File: config.mk
export PLATFORM = sky130hd
export DESIGN_NAME = ps2_mouse_xy
export DESIGN_NICKNAME = d
export VERILOG_FILES = /design/src/verilog/ps2_pkg.sv /design/src/verilog/mouse_pkg.sv /design/src/verilog/mouse_report_if.sv /design/src/verilog/ps2_line_filter.sv /design/src/verilog/ps2_packet_receiver.sv /design/src/verilog/mouse_position_tracker.sv /design/src/verilog/ps2_mouse_xy.sv
export SDC_FILE = /design/constraint.sdc
export NUM_CORES = 1
export LEC_CHECK = 0
export BUFFER_PORTS_ARGS = -buffer_cell sky130_fd_sc_hd__buf_2
export CORE_MARGIN = 2
export CORE_UTILIZATION = 65
export CTS_BUF_LIST = sky130_fd_sc_hd__clkbuf_2
export CTS_CLUSTER_DIAMETER = 120
export DETAILED_ROUTE_END_ITERATION = 8
export GPL_TIMING_DRIVEN = 1
export MAX_ROUTING_LAYER = met4
export PLACE_DENSITY = 0.81
export SETUP_SLACK_MARGIN = 0.3
export SLEW_MARGIN = 20
export SYNTH_ARGS = -nofsm -noshare
export SYNTH_HDL_FRONTEND = slang
export SYNTH_SLANG_ARGS = --single-unit
export TNS_END_PERCENT = 20
File: constraint.sdc
create_clock -name clk -period 10.7 [get_ports clk]
set_clock_uncertainty 0.2 [all_clocks]
set_input_delay 2.14 -clock clk [delete_from_list [all_inputs] [get_ports clk]]
set_output_delay 2.14 -clock clk [all_outputs]
set_load 0.005 [all_outputs]
File: src/verilog/ps2_pkg.sv
/*
  PS/2 wire protocol definitions shared by the mouse receiver.
  Covers the serial frame layout, the three-frame packet and the status byte bits.
*/
`default_nettype none

package ps2_pkg;

  // ------------------------------
  // frame and packet sizes
  // ------------------------------

  // one serial byte is start, eight data bits, odd parity and stop
  localparam int FRAME_BITS = 11;
  localparam int DATA_BITS = 8;

  // a movement packet is the status byte followed by the X and Y bytes
  localparam int PACKET_FRAMES = 3;
  localparam int PACKET_BITS = FRAME_BITS * PACKET_FRAMES;

  // ------------------------------
  // status byte bit positions
  // ------------------------------

  // overflow bits and the middle button are present on the wire but not decoded
  localparam int STATUS_LEFT = 0;
  localparam int STATUS_RIGHT = 1;
  localparam int STATUS_X_SIGN = 4;
  localparam int STATUS_Y_SIGN = 5;

  // one frame as it sits in the receive shift register
  // data goes out LSB first so data[0] lands right above the start bit
  typedef struct packed {
    logic                 stop;
    logic                 parity;
    logic [DATA_BITS-1:0] data;
    logic                 start;
  } ps2_frame_t;

  // the receiver shifts bits in at the MSB end through raw
  // the checks and the decode read the same word as frames
  // frame 0 is the status byte, frame 1 holds X and frame 2 holds Y
  typedef union packed {
    logic [PACKET_BITS-1:0]                raw;
    ps2_frame_t [PACKET_FRAMES-1:0]        frame;
  } ps2_packet_u;

endpackage

`default_nettype wire

File: src/verilog/mouse_pkg.sv
/*
  Pointer side definitions for the mouse front end.
  Holds the cursor coordinate type and the signed movement increment type.
*/
`default_nettype none

package mouse_pkg;

  // width of one absolute cursor coordinate
  localparam int COORD_BITS = 12;

  // a PS/2 increment is a sign bit from the status byte plus eight magnitude bits
  localparam int DELTA_BITS = 9;

  // unsigned cursor position, clamped by the tracker
  typedef logic [COORD_BITS-1:0] coord_t;

  // two's complement increment, range -256..255
  typedef logic signed [DELTA_BITS-1:0] delta_t;

endpackage

`default_nettype wire

File: src/verilog/mouse_report_if.sv
/*
  Carries one decoded movement report from the packet receiver to the tracker.
  report_valid is a single cycle strobe and the other fields only count in that cycle.
*/
`timescale 1ns/10ps
`default_nettype none

interface mouse_report_if;

  // strobe for one good packet, there is no back-pressure
  logic report_valid;

  // signed increments straight from the packet
  mouse_pkg::delta_t dx;
  mouse_pkg::delta_t dy;

  // button state from the status byte
  logic left;
  logic right;

  // the receiver drives every field
  modport source (output report_valid, output dx, output dy, output left, output right);

  // the tracker only reads
  modport sink (input report_valid, input dx, input dy, input left, input right);

endinterface

`default_nettype wire

File: src/verilog/ps2_line_filter.sv
/*
  Synchronizes the PS/2 clock and data lines into the system clock domain.
  Turns the mouse clock into single cycle fall and rise pulses with bounce removed.
*/
`timescale 1ns/10ps
`default_nettype none

module ps2_line_filter #(
  parameter int DEBOUNCE_CYCLES = 246
) (
  input  logic clk,
  input  logic reset,
  input  logic ps2_clk,
  input  logic ps2_data,
  output logic fall_pulse,
  output logic rise_pulse,
  output logic data_sync
);

  // counter has to reach DEBOUNCE_CYCLES-1, one extra bit keeps small values legal
  localparam int DEB_W = $clog2(DEBOUNCE_CYCLES + 1);

  // four phase clock tracker encodings
  localparam logic [1:0] ST_HIGH = 2'd0;
  localparam logic [1:0] ST_FALL_WAIT = 2'd1;
  localparam logic [1:0] ST_LOW = 2'd2;
  localparam logic [1:0] ST_RISE_WAIT = 2'd3;

  // bit 1 is the mouse clock and bit 0 the data line
  logic [1:0] sync_stage1;
  logic [1:0] sync_stage2;
  logic clk_sync;
  logic [1:0] state;
  logic [DEB_W-1:0] debounce_count;
  logic debounce_done;

  // ------------------------------
  // two flop synchronizer
  // ------------------------------

  // idle PS/2 lines are pulled high, so reset loads ones and no edge is seen
  always_ff @(posedge clk)
  begin
    if (reset)
    begin
      sync_stage1 <= 2'b11;
      sync_stage2 <= 2'b11;
    end
    else
    begin
      sync_stage1 <= {ps2_clk, ps2_data};
      sync_stage2 <= sync_stage1;
    end
  end

  assign clk_sync = sync_stage2[1];
  assign data_sync = sync_stage2[0];

  // ------------------------------
  // edge detection and debounce
  // ------------------------------

  assign debounce_done = (debounce_count == DEB_W'(DEBOUNCE_CYCLES - 1));

  // a level change in a stable phase gives one registered pulse
  // the wait phases then ignore the line until the debounce count runs out
  always_ff @(posedge clk)
  begin
    if (reset)
    begin
      state <= ST_HIGH;
      fall_pulse <= 1'b0;
      rise_pulse <= 1'b0;
      debounce_count <= '0;
    end
    else
    begin
      fall_pulse <= 1'b0;
      rise_pulse <= 1'b0;
      case (state)
        ST_HIGH:
        begin
          debounce_count <= '0;
          if (!clk_sync)
          begin
            fall_pulse <= 1'b1;
            state <= ST_FALL_WAIT;
          end
        end
        ST_LOW:
        begin
          debounce_count <= '0;
          if (clk_sync)
          begin
            rise_pulse <= 1'b1;
            state <= ST_RISE_WAIT;
          end
        end
        default:
        begin
          // both wait phases count out the same window
          debounce_count <= debounce_count + 1'b1;
          if (debounce_done)
          begin
            state <= (state == ST_FALL_WAIT) ? ST_LOW : ST_HIGH;
          end
        end
      endcase
    end
  end

endmodule

`default_nettype wire

File: src/verilog/ps2_packet_receiver.sv
/*
  Collects the 33 bits of a PS/2 mouse packet and checks every frame.
  A watchdog closes the packet after a quiet gap and a good one leaves as one report strobe.
*/
`timescale 1ns/10ps
`default_nettype none

module ps2_packet_receiver #(
  parameter int WATCHDOG_CYCLES = 26000
) (
  input  logic clk,
  input  logic reset,
  input  logic fall_pulse,
  input  logic rise_pulse,
  input  logic data_sync,
  mouse_report_if.source report
);

  localparam int WD_W = $clog2(WATCHDOG_CYCLES + 1);
  localparam int COUNT_W = $clog2(ps2_pkg::PACKET_BITS + 1);

  // receive FSM encodings
  localparam logic [1:0] ST_WAIT = 2'd0;
  localparam logic [1:0] ST_GATHER = 2'd1;
  localparam logic [1:0] ST_VERIFY = 2'd2;
  localparam logic [1:0] ST_USE = 2'd3;

  logic [1:0] state;
  logic [WD_W-1:0] watchdog_count;
  logic watchdog_done;
  logic [COUNT_W-1:0] bit_count;
  logic full_packet;
  ps2_pkg::ps2_packet_u packet;
  logic packet_good;

  // ------------------------------
  // watchdog
  // ------------------------------

  // restarts on any clock edge and parks once it has expired
  always_ff @(posedge clk)
  begin
    if (reset || fall_pulse || rise_pulse)
      watchdog_count <= '0;
    else if (!watchdog_done)
      watchdog_count <= watchdog_count + 1'b1;
  end

  assign watchdog_done = (watchdog_count == WD_W'(WATCHDOG_CYCLES - 1));

  // ------------------------------
  // bit counter and shift register
  // ------------------------------

  // the counter saturates so a long burst of stray edges cannot wrap back to 33
  always_ff @(posedge clk)
  begin
    if (reset)
      bit_count <= '0;
    else if (fall_pulse)
    begin
      if (bit_count != '1)
        bit_count <= bit_count + 1'b1;
    end
    else if (watchdog_done)
      bit_count <= '0;
  end

  assign full_packet = (bit_count == COUNT_W'(ps2_pkg::PACKET_BITS));

  // data is sampled on the falling mouse clock and enters at the top
  // after 33 shifts the first start bit sits at bit 0
  always_ff @(posedge clk)
  begin
    if (reset)
      packet.raw <= '0;
    else if (fall_pulse)
      packet.raw <= {data_sync, packet.raw[ps2_pkg::PACKET_BITS-1:1]};
  end

  // ------------------------------
  // frame checks
  // ------------------------------

  // every frame needs start low, stop high and odd parity over data plus parity
  always_comb
  begin
    packet_good = 1'b1;
    for (int i = 0; i < ps2_pkg::PACKET_FRAMES; i++)
    begin
      if (packet.frame[i].start || !packet.frame[i].stop)
        packet_good = 1'b0;
      if (!(^{packet.frame[i].data, packet.frame[i].parity}))
        packet_good = 1'b0;
    end
  end

  // ------------------------------
  // receive FSM
  // ------------------------------

  // expiry with a full count goes to verify, anything short is dropped
  always_ff @(posedge clk)
  begin
    if (reset)
      state <= ST_WAIT;
    else
    begin
      case (state)
        ST_WAIT:
        begin
          if (fall_pulse)
            state <= ST_GATHER;
        end
        ST_GATHER:
        begin
          if (watchdog_done)
            state <= full_packet ? ST_VERIFY : ST_WAIT;
        end
        ST_VERIFY:
          state <= packet_good ? ST_USE : ST_WAIT;
        default:
          state <= ST_WAIT;
      endcase
    end
  end

  // report fields come straight out of the frame view of the shift register
  assign report.report_valid = (state == ST_USE);
  assign report.dx = {packet.frame[0].data[ps2_pkg::STATUS_X_SIGN], packet.frame[1].data};
  assign report.dy = {packet.frame[0].data[ps2_pkg::STATUS_Y_SIGN], packet.frame[2].data};
  assign report.left = packet.frame[0].data[ps2_pkg::STATUS_LEFT];
  assign report.right = packet.frame[0].data[ps2_pkg::STATUS_RIGHT];

endmodule

`default_nettype wire

File: src/verilog/mouse_position_tracker.sv
/*
  Keeps the absolute cursor position and the button state from mouse reports.
  Position is clamped to 0..MAX_X and 0..MAX_Y, with Y growing as the mouse moves down.
*/
`timescale 1ns/10ps
`default_nettype none

module mouse_position_tracker #(
  parameter int MAX_X = 1023,
  parameter int MAX_Y = 767
) (
  input  logic clk,
  input  logic reset,
  mouse_report_if.sink report,
  output mouse_pkg::coord_t mx,
  output mouse_pkg::coord_t my,
  output logic left_button,
  output logic right_button
);

  localparam int SIGN = mouse_pkg::DELTA_BITS - 1;
  localparam mouse_pkg::coord_t LIMIT_X = mouse_pkg::coord_t'(MAX_X);
  localparam mouse_pkg::coord_t LIMIT_Y = mouse_pkg::coord_t'(MAX_Y);

  // unsigned magnitudes, 9 bits hold 256 for the most negative increment
  logic [mouse_pkg::DELTA_BITS-1:0] mag_x;
  logic [mouse_pkg::DELTA_BITS-1:0] mag_y;
  mouse_pkg::coord_t next_x;
  mouse_pkg::coord_t next_y;

  // moves pos by step toward limit or toward zero and stops on the bound
  // the step is compared with the remaining distance so nothing wraps
  function automatic mouse_pkg::coord_t clamp_move(
    input mouse_pkg::coord_t pos,
    input logic [mouse_pkg::DELTA_BITS-1:0] mag,
    input logic toward_limit,
    input mouse_pkg::coord_t limit
  );
    mouse_pkg::coord_t step;
    mouse_pkg::coord_t result;
    step = mouse_pkg::coord_t'(mag);
    if (toward_limit)
      result = (step >= limit - pos) ? limit : pos + step;
    else
      result = (step >= pos) ? '0 : pos - step;
    return result;
  endfunction

  assign mag_x = report.dx[SIGN] ? (~report.dx + 9'd1) : report.dx;
  assign mag_y = report.dy[SIGN] ? (~report.dy + 9'd1) : report.dy;

  // positive dx heads right, negative dy heads down the screen
  assign next_x = clamp_move(mx, mag_x, !report.dx[SIGN], LIMIT_X);
  assign next_y = clamp_move(my, mag_y, report.dy[SIGN], LIMIT_Y);

  always_ff @(posedge clk)
  begin
    if (reset)
    begin
      mx <= '0;
      my <= '0;
      left_button <= 1'b0;
      right_button <= 1'b0;
    end
    else if (report.report_valid)
    begin
      mx <= next_x;
      my <= next_y;
      left_button <= report.left;
      right_button <= report.right;
    end
  end

endmodule

`default_nettype wire

File: src/verilog/ps2_mouse_xy.sv
/*
  Top level of the PS/2 mouse front end with plain ports.
  Connects line filter, packet receiver and position tracker and hands the parameters down.
*/
`timescale 1ns/10ps
`default_nettype none

module ps2_mouse_xy #(
  parameter int DEBOUNCE_CYCLES = 246,
  parameter int WATCHDOG_CYCLES = 26000,
  parameter int MAX_X = 1023,
  parameter int MAX_Y = 767
) (
  input  logic clk,
  input  logic reset,
  input  logic ps2_clk,
  input  logic ps2_data,
  output mouse_pkg::coord_t mx,
  output mouse_pkg::coord_t my,
  output logic left_button,
  output logic right_button
);

  // filtered lines from the front of the chain
  logic fall_pulse;
  logic rise_pulse;
  logic data_sync;

  // decoded reports from receiver to tracker
  mouse_report_if report_bus ();

  ps2_line_filter #(
    .DEBOUNCE_CYCLES(DEBOUNCE_CYCLES)
  ) i_line_filter (
    .clk(clk),
    .reset(reset),
    .ps2_clk(ps2_clk),
    .ps2_data(ps2_data),
    .fall_pulse(fall_pulse),
    .rise_pulse(rise_pulse),
    .data_sync(data_sync)
  );

  ps2_packet_receiver #(
    .WATCHDOG_CYCLES(WATCHDOG_CYCLES)
  ) i_packet_receiver (
    .clk(clk),
    .reset(reset),
    .fall_pulse(fall_pulse),
    .rise_pulse(rise_pulse),
    .data_sync(data_sync),
    .report(report_bus.source)
  );

  mouse_position_tracker #(
    .MAX_X(MAX_X),
    .MAX_Y(MAX_Y)
  ) i_position_tracker (
    .clk(clk),
    .reset(reset),
    .report(report_bus.sink),
    .mx(mx),
    .my(my),
    .left_button(left_button),
    .right_button(right_button)
  );

endmodule

`default_nettype wire

Word level (Yosys, flattened, before mapping)

Index checks and enable logic that the tools add are counted.

Add/sub/neg operators: 11
Order comparisons: 4
Equality and inequality tests: 14
Muxes and demuxes: 29
Bitwise operators: 4
Reductions and logical operators: 21

Operators by type and width:

| operator                                           | number |
|---|---|
| 2-to-1 mux 12 bit                                  | 6 |
| greater-or-equal comparator 9 x 12 -> 1 bit        | 4 |
| parity 9 bit                                       | 3 |
| adder 12 x 9 -> 12 bit                             | 2 |
| subtractor 10 x 12 -> 12 bit, first input constant | 2 |
| subtractor 12 x 9 -> 12 bit                        | 2 |
| adder 9 x 1 -> 9 bit, second input constant        | 2 |
| 2-to-1 mux 6 bit                                   | 3 |
| 2-to-1 mux 9 bit                                   | 2 |
| inverter 9 bit                                     | 2 |
| 2-to-1 mux 2 bit                                   | 8 |
| adder 15 x 1 -> 15 bit, second input constant      | 1 |
| == test 15 bit, second input constant              | 1 |
| adder 8 x 1 -> 8 bit, second input constant        | 1 |
| == test 8 bit, second input constant               | 1 |
| 2-to-1 mux 1 bit                                   | 8 |
| adder 6 x 1 -> 6 bit, second input constant        | 1 |
| == test 2 bit, second input constant               | 3 |
| == test 6 bit, second input constant               | 1 |
| != test 2 x 1 -> 1 bit, second input constant      | 3 |
| != test 6 bit, second input constant               | 1 |
| case mux 2 bit (3 select lines)                    | 1 |
| logical OR 1 bit                                   | 5 |
| == test 2 x 1 -> 1 bit, second input constant      | 2 |
| 11 further kinds                                   | 18 |

Register bits after elaboration: 98
Input port bits: 4
Output and inout port bits: 26

Longest topological paths before layout

Word-level depth: 10
Depth in mapped cells: 15
Mapped depth without buffers: 14

Modules after synthesis

Synthesis repeated with hierarchy kept, for this count alone.

Cell total of the unflattened synthesis: 810
Area, all modules: 6871.6 µm²

By module, submodules not included:

| module                 | instances | cells an instance | area an instance (µm²) | seq. area each (µm²) |
|---|---|---|---|---|
| mouse_position_tracker | 1         | 465               | 3528.4                 | 520.5 |
| ps2_packet_receiver    | 1         | 275               | 2673.8                 | 1121.1 |
| ps2_line_filter        | 1         | 70                | 669.4                  | 320.3 |

Worst setup path after synthesis

OpenSTA, ideal clock, no wires.

Path kind: reg2reg
Start: register i_packet_receiver.packet[23] (netlist bit)
End: register i_position_tracker.my[10]
Data arrival time: 3.084 ns
Data required time: 10.366 ns
Path slack: 7.282 ns
Cell stages (with the launch flop): 15
Cells stage by stage: dfxtp_1 > inv_1 > ha_1 > nand4_1 > or4b_2 > inv_1 > ha_1 > clkbuf_1 > inv_1 > nor4_1 > a31oi_1 > a211oi_2 > nor2_2 > a221oi_1 > nor4_1

Word-level cells in the longest chain between the ends: 6
Elaborated cells between the ends (all ways): 10
Those cells by class: add/sub: 3; order compare: 2; mux: 4; bitwise: 1

Ends and longest elaborated chain:

| item                                                | RTL line                                                   | RTL |
|---|---|---|
| start: declaration                                  | ps2_packet_receiver.sv:33                                  | `ps2_pkg::ps2_packet_u packet;` |
| inverter 9 bit                                      | mouse_position_tracker.sv:50                               | `assign mag_y = report.dy[SIGN] ? (~report.dy + 9'd1) : report.dy;` |
| adder 9 x 1 -> 9 bit                                | mouse_position_tracker.sv:50                               |  |
| 2-to-1 mux 9 bit *                                  | mouse_position_tracker.sv:50                               |  |
| subtractor 12 x 9 -> 12 bit (tied with other cells) | mouse_position_tracker.sv:45                               | `result = (step >= pos) ? '0 : pos - step;` |
| 2-to-1 mux 12 bit (on tied branches)                | mouse_position_tracker.sv:45, mouse_position_tracker.sv:43 |  |
| 2-to-1 mux 12 bit *                                 | mouse_position_tracker.sv:42                               | `if (toward_limit)` |
| end signal: assignment                              | mouse_position_tracker.sv:68                               | `my <= next_y;` |
| end: declaration                                    | mouse_position_tracker.sv:16                               | `output mouse_pkg::coord_t my,` |

Every way passes the cells marked *; elsewhere a longest branch is shown, timed or not.
A chain may end at the register's enable or synchronous reset.

Worst setup path after layout

Start: register i_packet_receiver.packet[5] (netlist bit)
End: register i_position_tracker.mx[9]

Word-level cells in the longest chain between the ends: 6
Elaborated cells between the ends (all ways): 10
Those cells by class: add/sub: 3; order compare: 2; mux: 4; bitwise: 1

Ends and longest elaborated chain:

| item                                           | RTL line                                                   | RTL |
|---|---|---|
| inverter 9 bit                                 | mouse_position_tracker.sv:49                               | `assign mag_x = report.dx[SIGN] ? (~report.dx + 9'd1) : report.dx;` |
| adder 9 x 1 -> 9 bit                           | mouse_position_tracker.sv:49                               |  |
| 2-to-1 mux 9 bit                               | mouse_position_tracker.sv:49                               |  |
| adder 12 x 9 -> 12 bit (tied with other cells) | mouse_position_tracker.sv:43                               | `result = (step >= limit - pos) ? limit : pos + step;` |
| 2-to-1 mux 12 bit (on tied branches)           | mouse_position_tracker.sv:43, mouse_position_tracker.sv:45 |  |
| 2-to-1 mux 12 bit *                            | mouse_position_tracker.sv:42                               |  |
| end signal: assignment                         | mouse_position_tracker.sv:67                               | `mx <= next_x;` |
| end: declaration                               | mouse_position_tracker.sv:15                               | `output mouse_pkg::coord_t mx,` |

Marked as above.

==> impl_metrics.py <==
metrics = {
    "run_status": {
        "status": "completed",
    },
    "clock_tree": {
        "numCtsBuffers": 9,
        "cts.sinks": 98,
        "clk_latency_ns": 0.61,
        "cts_root_buf": "clkbuf_2",
        "clkSlewWorstSetupHoldPaths_ns": 0.31,
        "hold_buffers": 0,
        "cts_tree": "built",
        "post_cts_resized": 0,
        "cts_buffer_depth": 2,
        "cts_setup_buffers": 0,
        "cts_max_level": 3,
    },
    "sta": {
        "layout_min_cycle_time_ns": 4.121,
        "timing.final.crit_share": 0.3851,
        "finalHoldViolations": 0,
        "slew_viol_final": 0,
        "max-slew-margin-rel": 0.2860,
        "setup_violations": 0,
        "holdWs_ns": 0.2535,
        "fin_setup_tns_ns": 0,
        "max_freq_mhz": 242.7,
        "finalWorstSetupSlack_ns": 6.579,
        "worstMarginPinSlew_ns": 1.071,
        "rsz0062_at_grt": "no",
    },
    "global_routing": {
        "antenna_found_initial": 0,
        "overflow": 0,
        "grt_start_max_net_pins": 82,
        "track_usage": 0.2702,
        "grt_pass1_vias": 5337,
        "grt_pass1_wl_um": 24260,
    },
    "power_and_ir_drop": {
        "p_int_uw": 413.4,
        "clkPwrFrac": 0.316,
        "power-per-cell-area_nw_per_um2": 82.23,
        "swShare": 0.2740,
        "p_total_uw": 569.4,
        "seqPwrFrac": 0.656,
        "comb_power_share": 0.028,
        "ir_worst_vdd_mv": 0.06483,
        "p_leak_uw": 0.002775,
        "p_switching_uw": 156.0,
    },
    "placed_design": {
        "port_buffers": 29,
        "post-place-cells": 936,
        "gp_congestion": 0.9368,
        "dp_slack_ns": 6.696,
        "dpl.hpwl_um": 10320,
    },
    "worst_setup_path": {
        "worstSetupPathDepth": 10,
        "critPathBufInv": 1,
        "cp_data_required_time_ns": 11.01,
        "cp-endpoint": "i_position_tracker.mx[9]$_SDFFE_PP0N_",
        "reg2reg_from": "i_packet_receiver.packet[5]$_SDFFE_PP0P_",
        "reg2reg_depth": 10,
        "cp-end-kind": "flip-flop",
        "critPathLaunch": "i_packet_receiver.packet[5]$_SDFFE_PP0P_",
        "rrSetupSlack_ns": 6.58,
        "worst_path_largest_cell_delay_ns": 0.71,
        "path_max_fanout": 16,
        "worstPathArrival_ns": 4.43,
        "path_class": "reg -> reg",
        "cp_top_family": "simple AND/OR/NAND/NOR gates",
        "r2r-end": "i_position_tracker.mx[9]$_SDFFE_PP0N_",
        "cp-start-kind": "flip-flop",
        "crit_chain": "inv_1 > or4_1 > ha_1 > nor4b_1 > and3_1 > o31ai_1 > or2_1 > a21o_1 > nor3b_1 > o32ai_1",
        "critPathSlowestCell": "dfxtp_1",
    },
    "logic_synthesis": {
        "synth_area_um2": 6671,
        "synth-seq-cells": 98,
        "ys_warn_count": 0,
        "yosysTopAreaCell": "dfxtp_1",
        "syn_inst": 812,
        "syn_nets": 879,
        "synth-async-reset-ratio": 0,
        "yosysTopAreaCellShare": 0.2941,
        "ys.flop_type": "dfxtp_1",
        "synth_edf_count": 0,
        "syn_avg_cell_area_um2": 8.216,
        "synth_area_leaders": "dfxtp_1, ha_1, nor2_1, xnor2_1, mux2i_1",
        "synth-seq-area-share": 0.2941,
        "synth_cell_type_count": 68,
    },
    "cells_and_area": {
        "syn2layout_area_growth_pct": 3.788,
        "fin_cells": 952,
        "antenna_cells": 0,
        "drive_above_1_share": 0.08303,
        "nets": 881,
    },
    "route": {
        "routedWlPerCell_um": 15.03,
        "detail-route-antenna-nets": 0,
        "totalWireLength_um": 14310,
        "first_iter_violations": 244,
        "firstDrtPassIters": 5,
        "vias_per_cell": 5.922,
        "vias": 5638,
        "post-route-drc-count": 0,
    },
    "min_path": {
        "holdPathStages": 1,
        "hold_class": "reg -> reg",
    },
    "floorplanning": {
        "die_h_um": 105.3,
        "initial_core_util": 0.6763,
        "core-area_um2": 9864,
        "placementRows": 36,
        "die_w_um": 105.3,
        "io_pins": 30,
        "dieArea_um2": 11090,
    },
    "flow_run": {
        "max-cap-violations": 0,
    },
}
-- layout by cell type, fill, tap and decap left out, types with 3 or more instances in the layout --
master and n:
o31ai_1 5, a21o_1 10, fa_1 4, a311oi_1 4
or3_1 9, nor3_1 33, nor3b_1 4, o31a_1 3
nor4b_1 3, o211ai_1 4, xor2_1 27, dfxtp_1 97
nor2b_1 6, clkbuf_2 9, a21oi_1 32, nand4_1 7
nand2_1 48, or4_1 4, mux2i_1 35, a31oi_1 6
and3_1 4, inv_1 60, ha_1 59, o21ba_2 3
a211oi_1 9, a221oi_1 15, o21ai_0 22, nand4b_1 3
buf_2 29, a21boi_0 4, o21a_1 4, nand2b_1 7
xnor2_1 48, or2_2 9, nor4_1 10, nor2_1 116
nand3_1 22
-- how the worst min path moves through the flow --
stage                                             from                                      end  slack (ns)
2_1_floorplan  i_line_filter.sync_stage1[0]$_SDFF_PP1_  i_line_filter.sync_stage2[0]$_SDFF_PP1_        0.19
6_report       i_line_filter.sync_stage1[1]$_SDFF_PP1_  i_line_filter.sync_stage2[1]$_SDFF_PP1_        0.25
3_3_place_gp   i_line_filter.sync_stage1[1]$_SDFF_PP1_  i_line_filter.sync_stage2[1]$_SDFF_PP1_        0.19
4_1_cts        i_line_filter.sync_stage1[1]$_SDFF_PP1_  i_line_filter.sync_stage2[1]$_SDFF_PP1_        0.25
5_1_grt        i_line_filter.sync_stage1[1]$_SDFF_PP1_  i_line_filter.sync_stage2[1]$_SDFF_PP1_        0.27
3_5_place_dp   i_line_filter.sync_stage1[1]$_SDFF_PP1_  i_line_filter.sync_stage2[1]$_SDFF_PP1_        0.20
-- metrics by stage --
step / area, µm² / util
6_report: 6924 / 0.7019
5_1_grt: 6924 / 0.7019
4_1_cts: 6924 / 0.7019
3_5_place_dp: 6808 / 0.6901
3_3_place_gp: 6808 / 0.6901
2_1_floorplan: 6671 / -
-- synthesized netlist by cell type (5+ instances only) --
| master | number |
|---|---|
| nand2_1 | 48 |
| a31oi_1 | 6 |
| o21ai_0 | 22 |
| mux2i_1 | 35 |
| clkbuf_1 | 26 |
| nand3_1 | 22 |
| a221oi_1 | 15 |
| nor2_1 | 116 |
| xor2_1 | 27 |
| nor4_1 | 10 |
| nor3_1 | 33 |
| inv_1 | 60 |
| nand2b_1 | 7 |
| xnor2_1 | 48 |
| a21oi_1 | 32 |
| buf_2 | 11 |
| dfxtp_1 | 98 |
| nor2b_1 | 6 |
| a211oi_1 | 9 |
| or3_1 | 9 |
| o31ai_1 | 5 |
| ha_1 | 59 |
| a21o_1 | 10 |
| nand4_1 | 7 |
| or2_2 | 9 |
-- power groups by stage --
| stage | clock (µW) | sequential [µW] | combinational [µW] |
|---|---|---|---|
| 2_1_floorplan | 0 | 377 | 15.5 |
| 3_3_place_gp | 0 | 379 | 15.0 |
| 3_5_place_dp | 0 | 380 | 15.8 |
| 4_1_cts | 187 | 374 | 15.9 |
| 5_1_grt | 201 | 375 | 17.8 |
| 6_report | 180 | 373 | 15.8 |
-- flip-flops by register name, summed over array words and instances, names as in the netlist, 6 cells and up --
signal                            count
i_packet_receiver.bit_count           6
i_position_tracker.my                12
i_line_filter.debounce_count          8
i_packet_receiver.watchdog_count     15
i_position_tracker.mx                12
i_packet_receiver.packet             33
-- logic make-up after synthesis --
kind of cell	after synthesis	share of synthesized area
muxes	35	0.05251
adders and majority gates	63	0.1227
xor gates and xnor gates	76	0.1018
buffers and inverters	100	0.06245
DFF	98	0.2941
AOI/OAI and AO/OA	141	0.1480
and+or+nand+nor	299	0.2185
-- worst reg2reg max path: cells and delay by family, from the launching register on --
kind,cells,cell delay (ns)
AND/OR/NAND/NOR,5,1.78
buffers and inverters,1,0.42
AO/OA/AOI/OAI,3,0.45
flip-flops,1,0.71
adder cells (fa/ha/maj),1,0.45
-- area by class of cell --
type	instances	area (µm²)
multi-input combinational	614	4293
timing repair buffer	31	160.2
tap	133	166.4
clock inverter	7	71.32
sequential	98	1963
clock buffer	9	45.04
fill	792	2940
inverter	60	225.2
-- per-layer routing --
layer / routed length (µm) / track usage / vias to the layer above
met5: 0 / - / -
met4: 323 / 0.1105 / 0
met3: 673 / 0.02783 / 27
met2: 6811 / 0.4415 / 162
met1: 6497 / 0.3430 / 2631
li1: - / - / 2818
(Power assumes the default switching activity.)
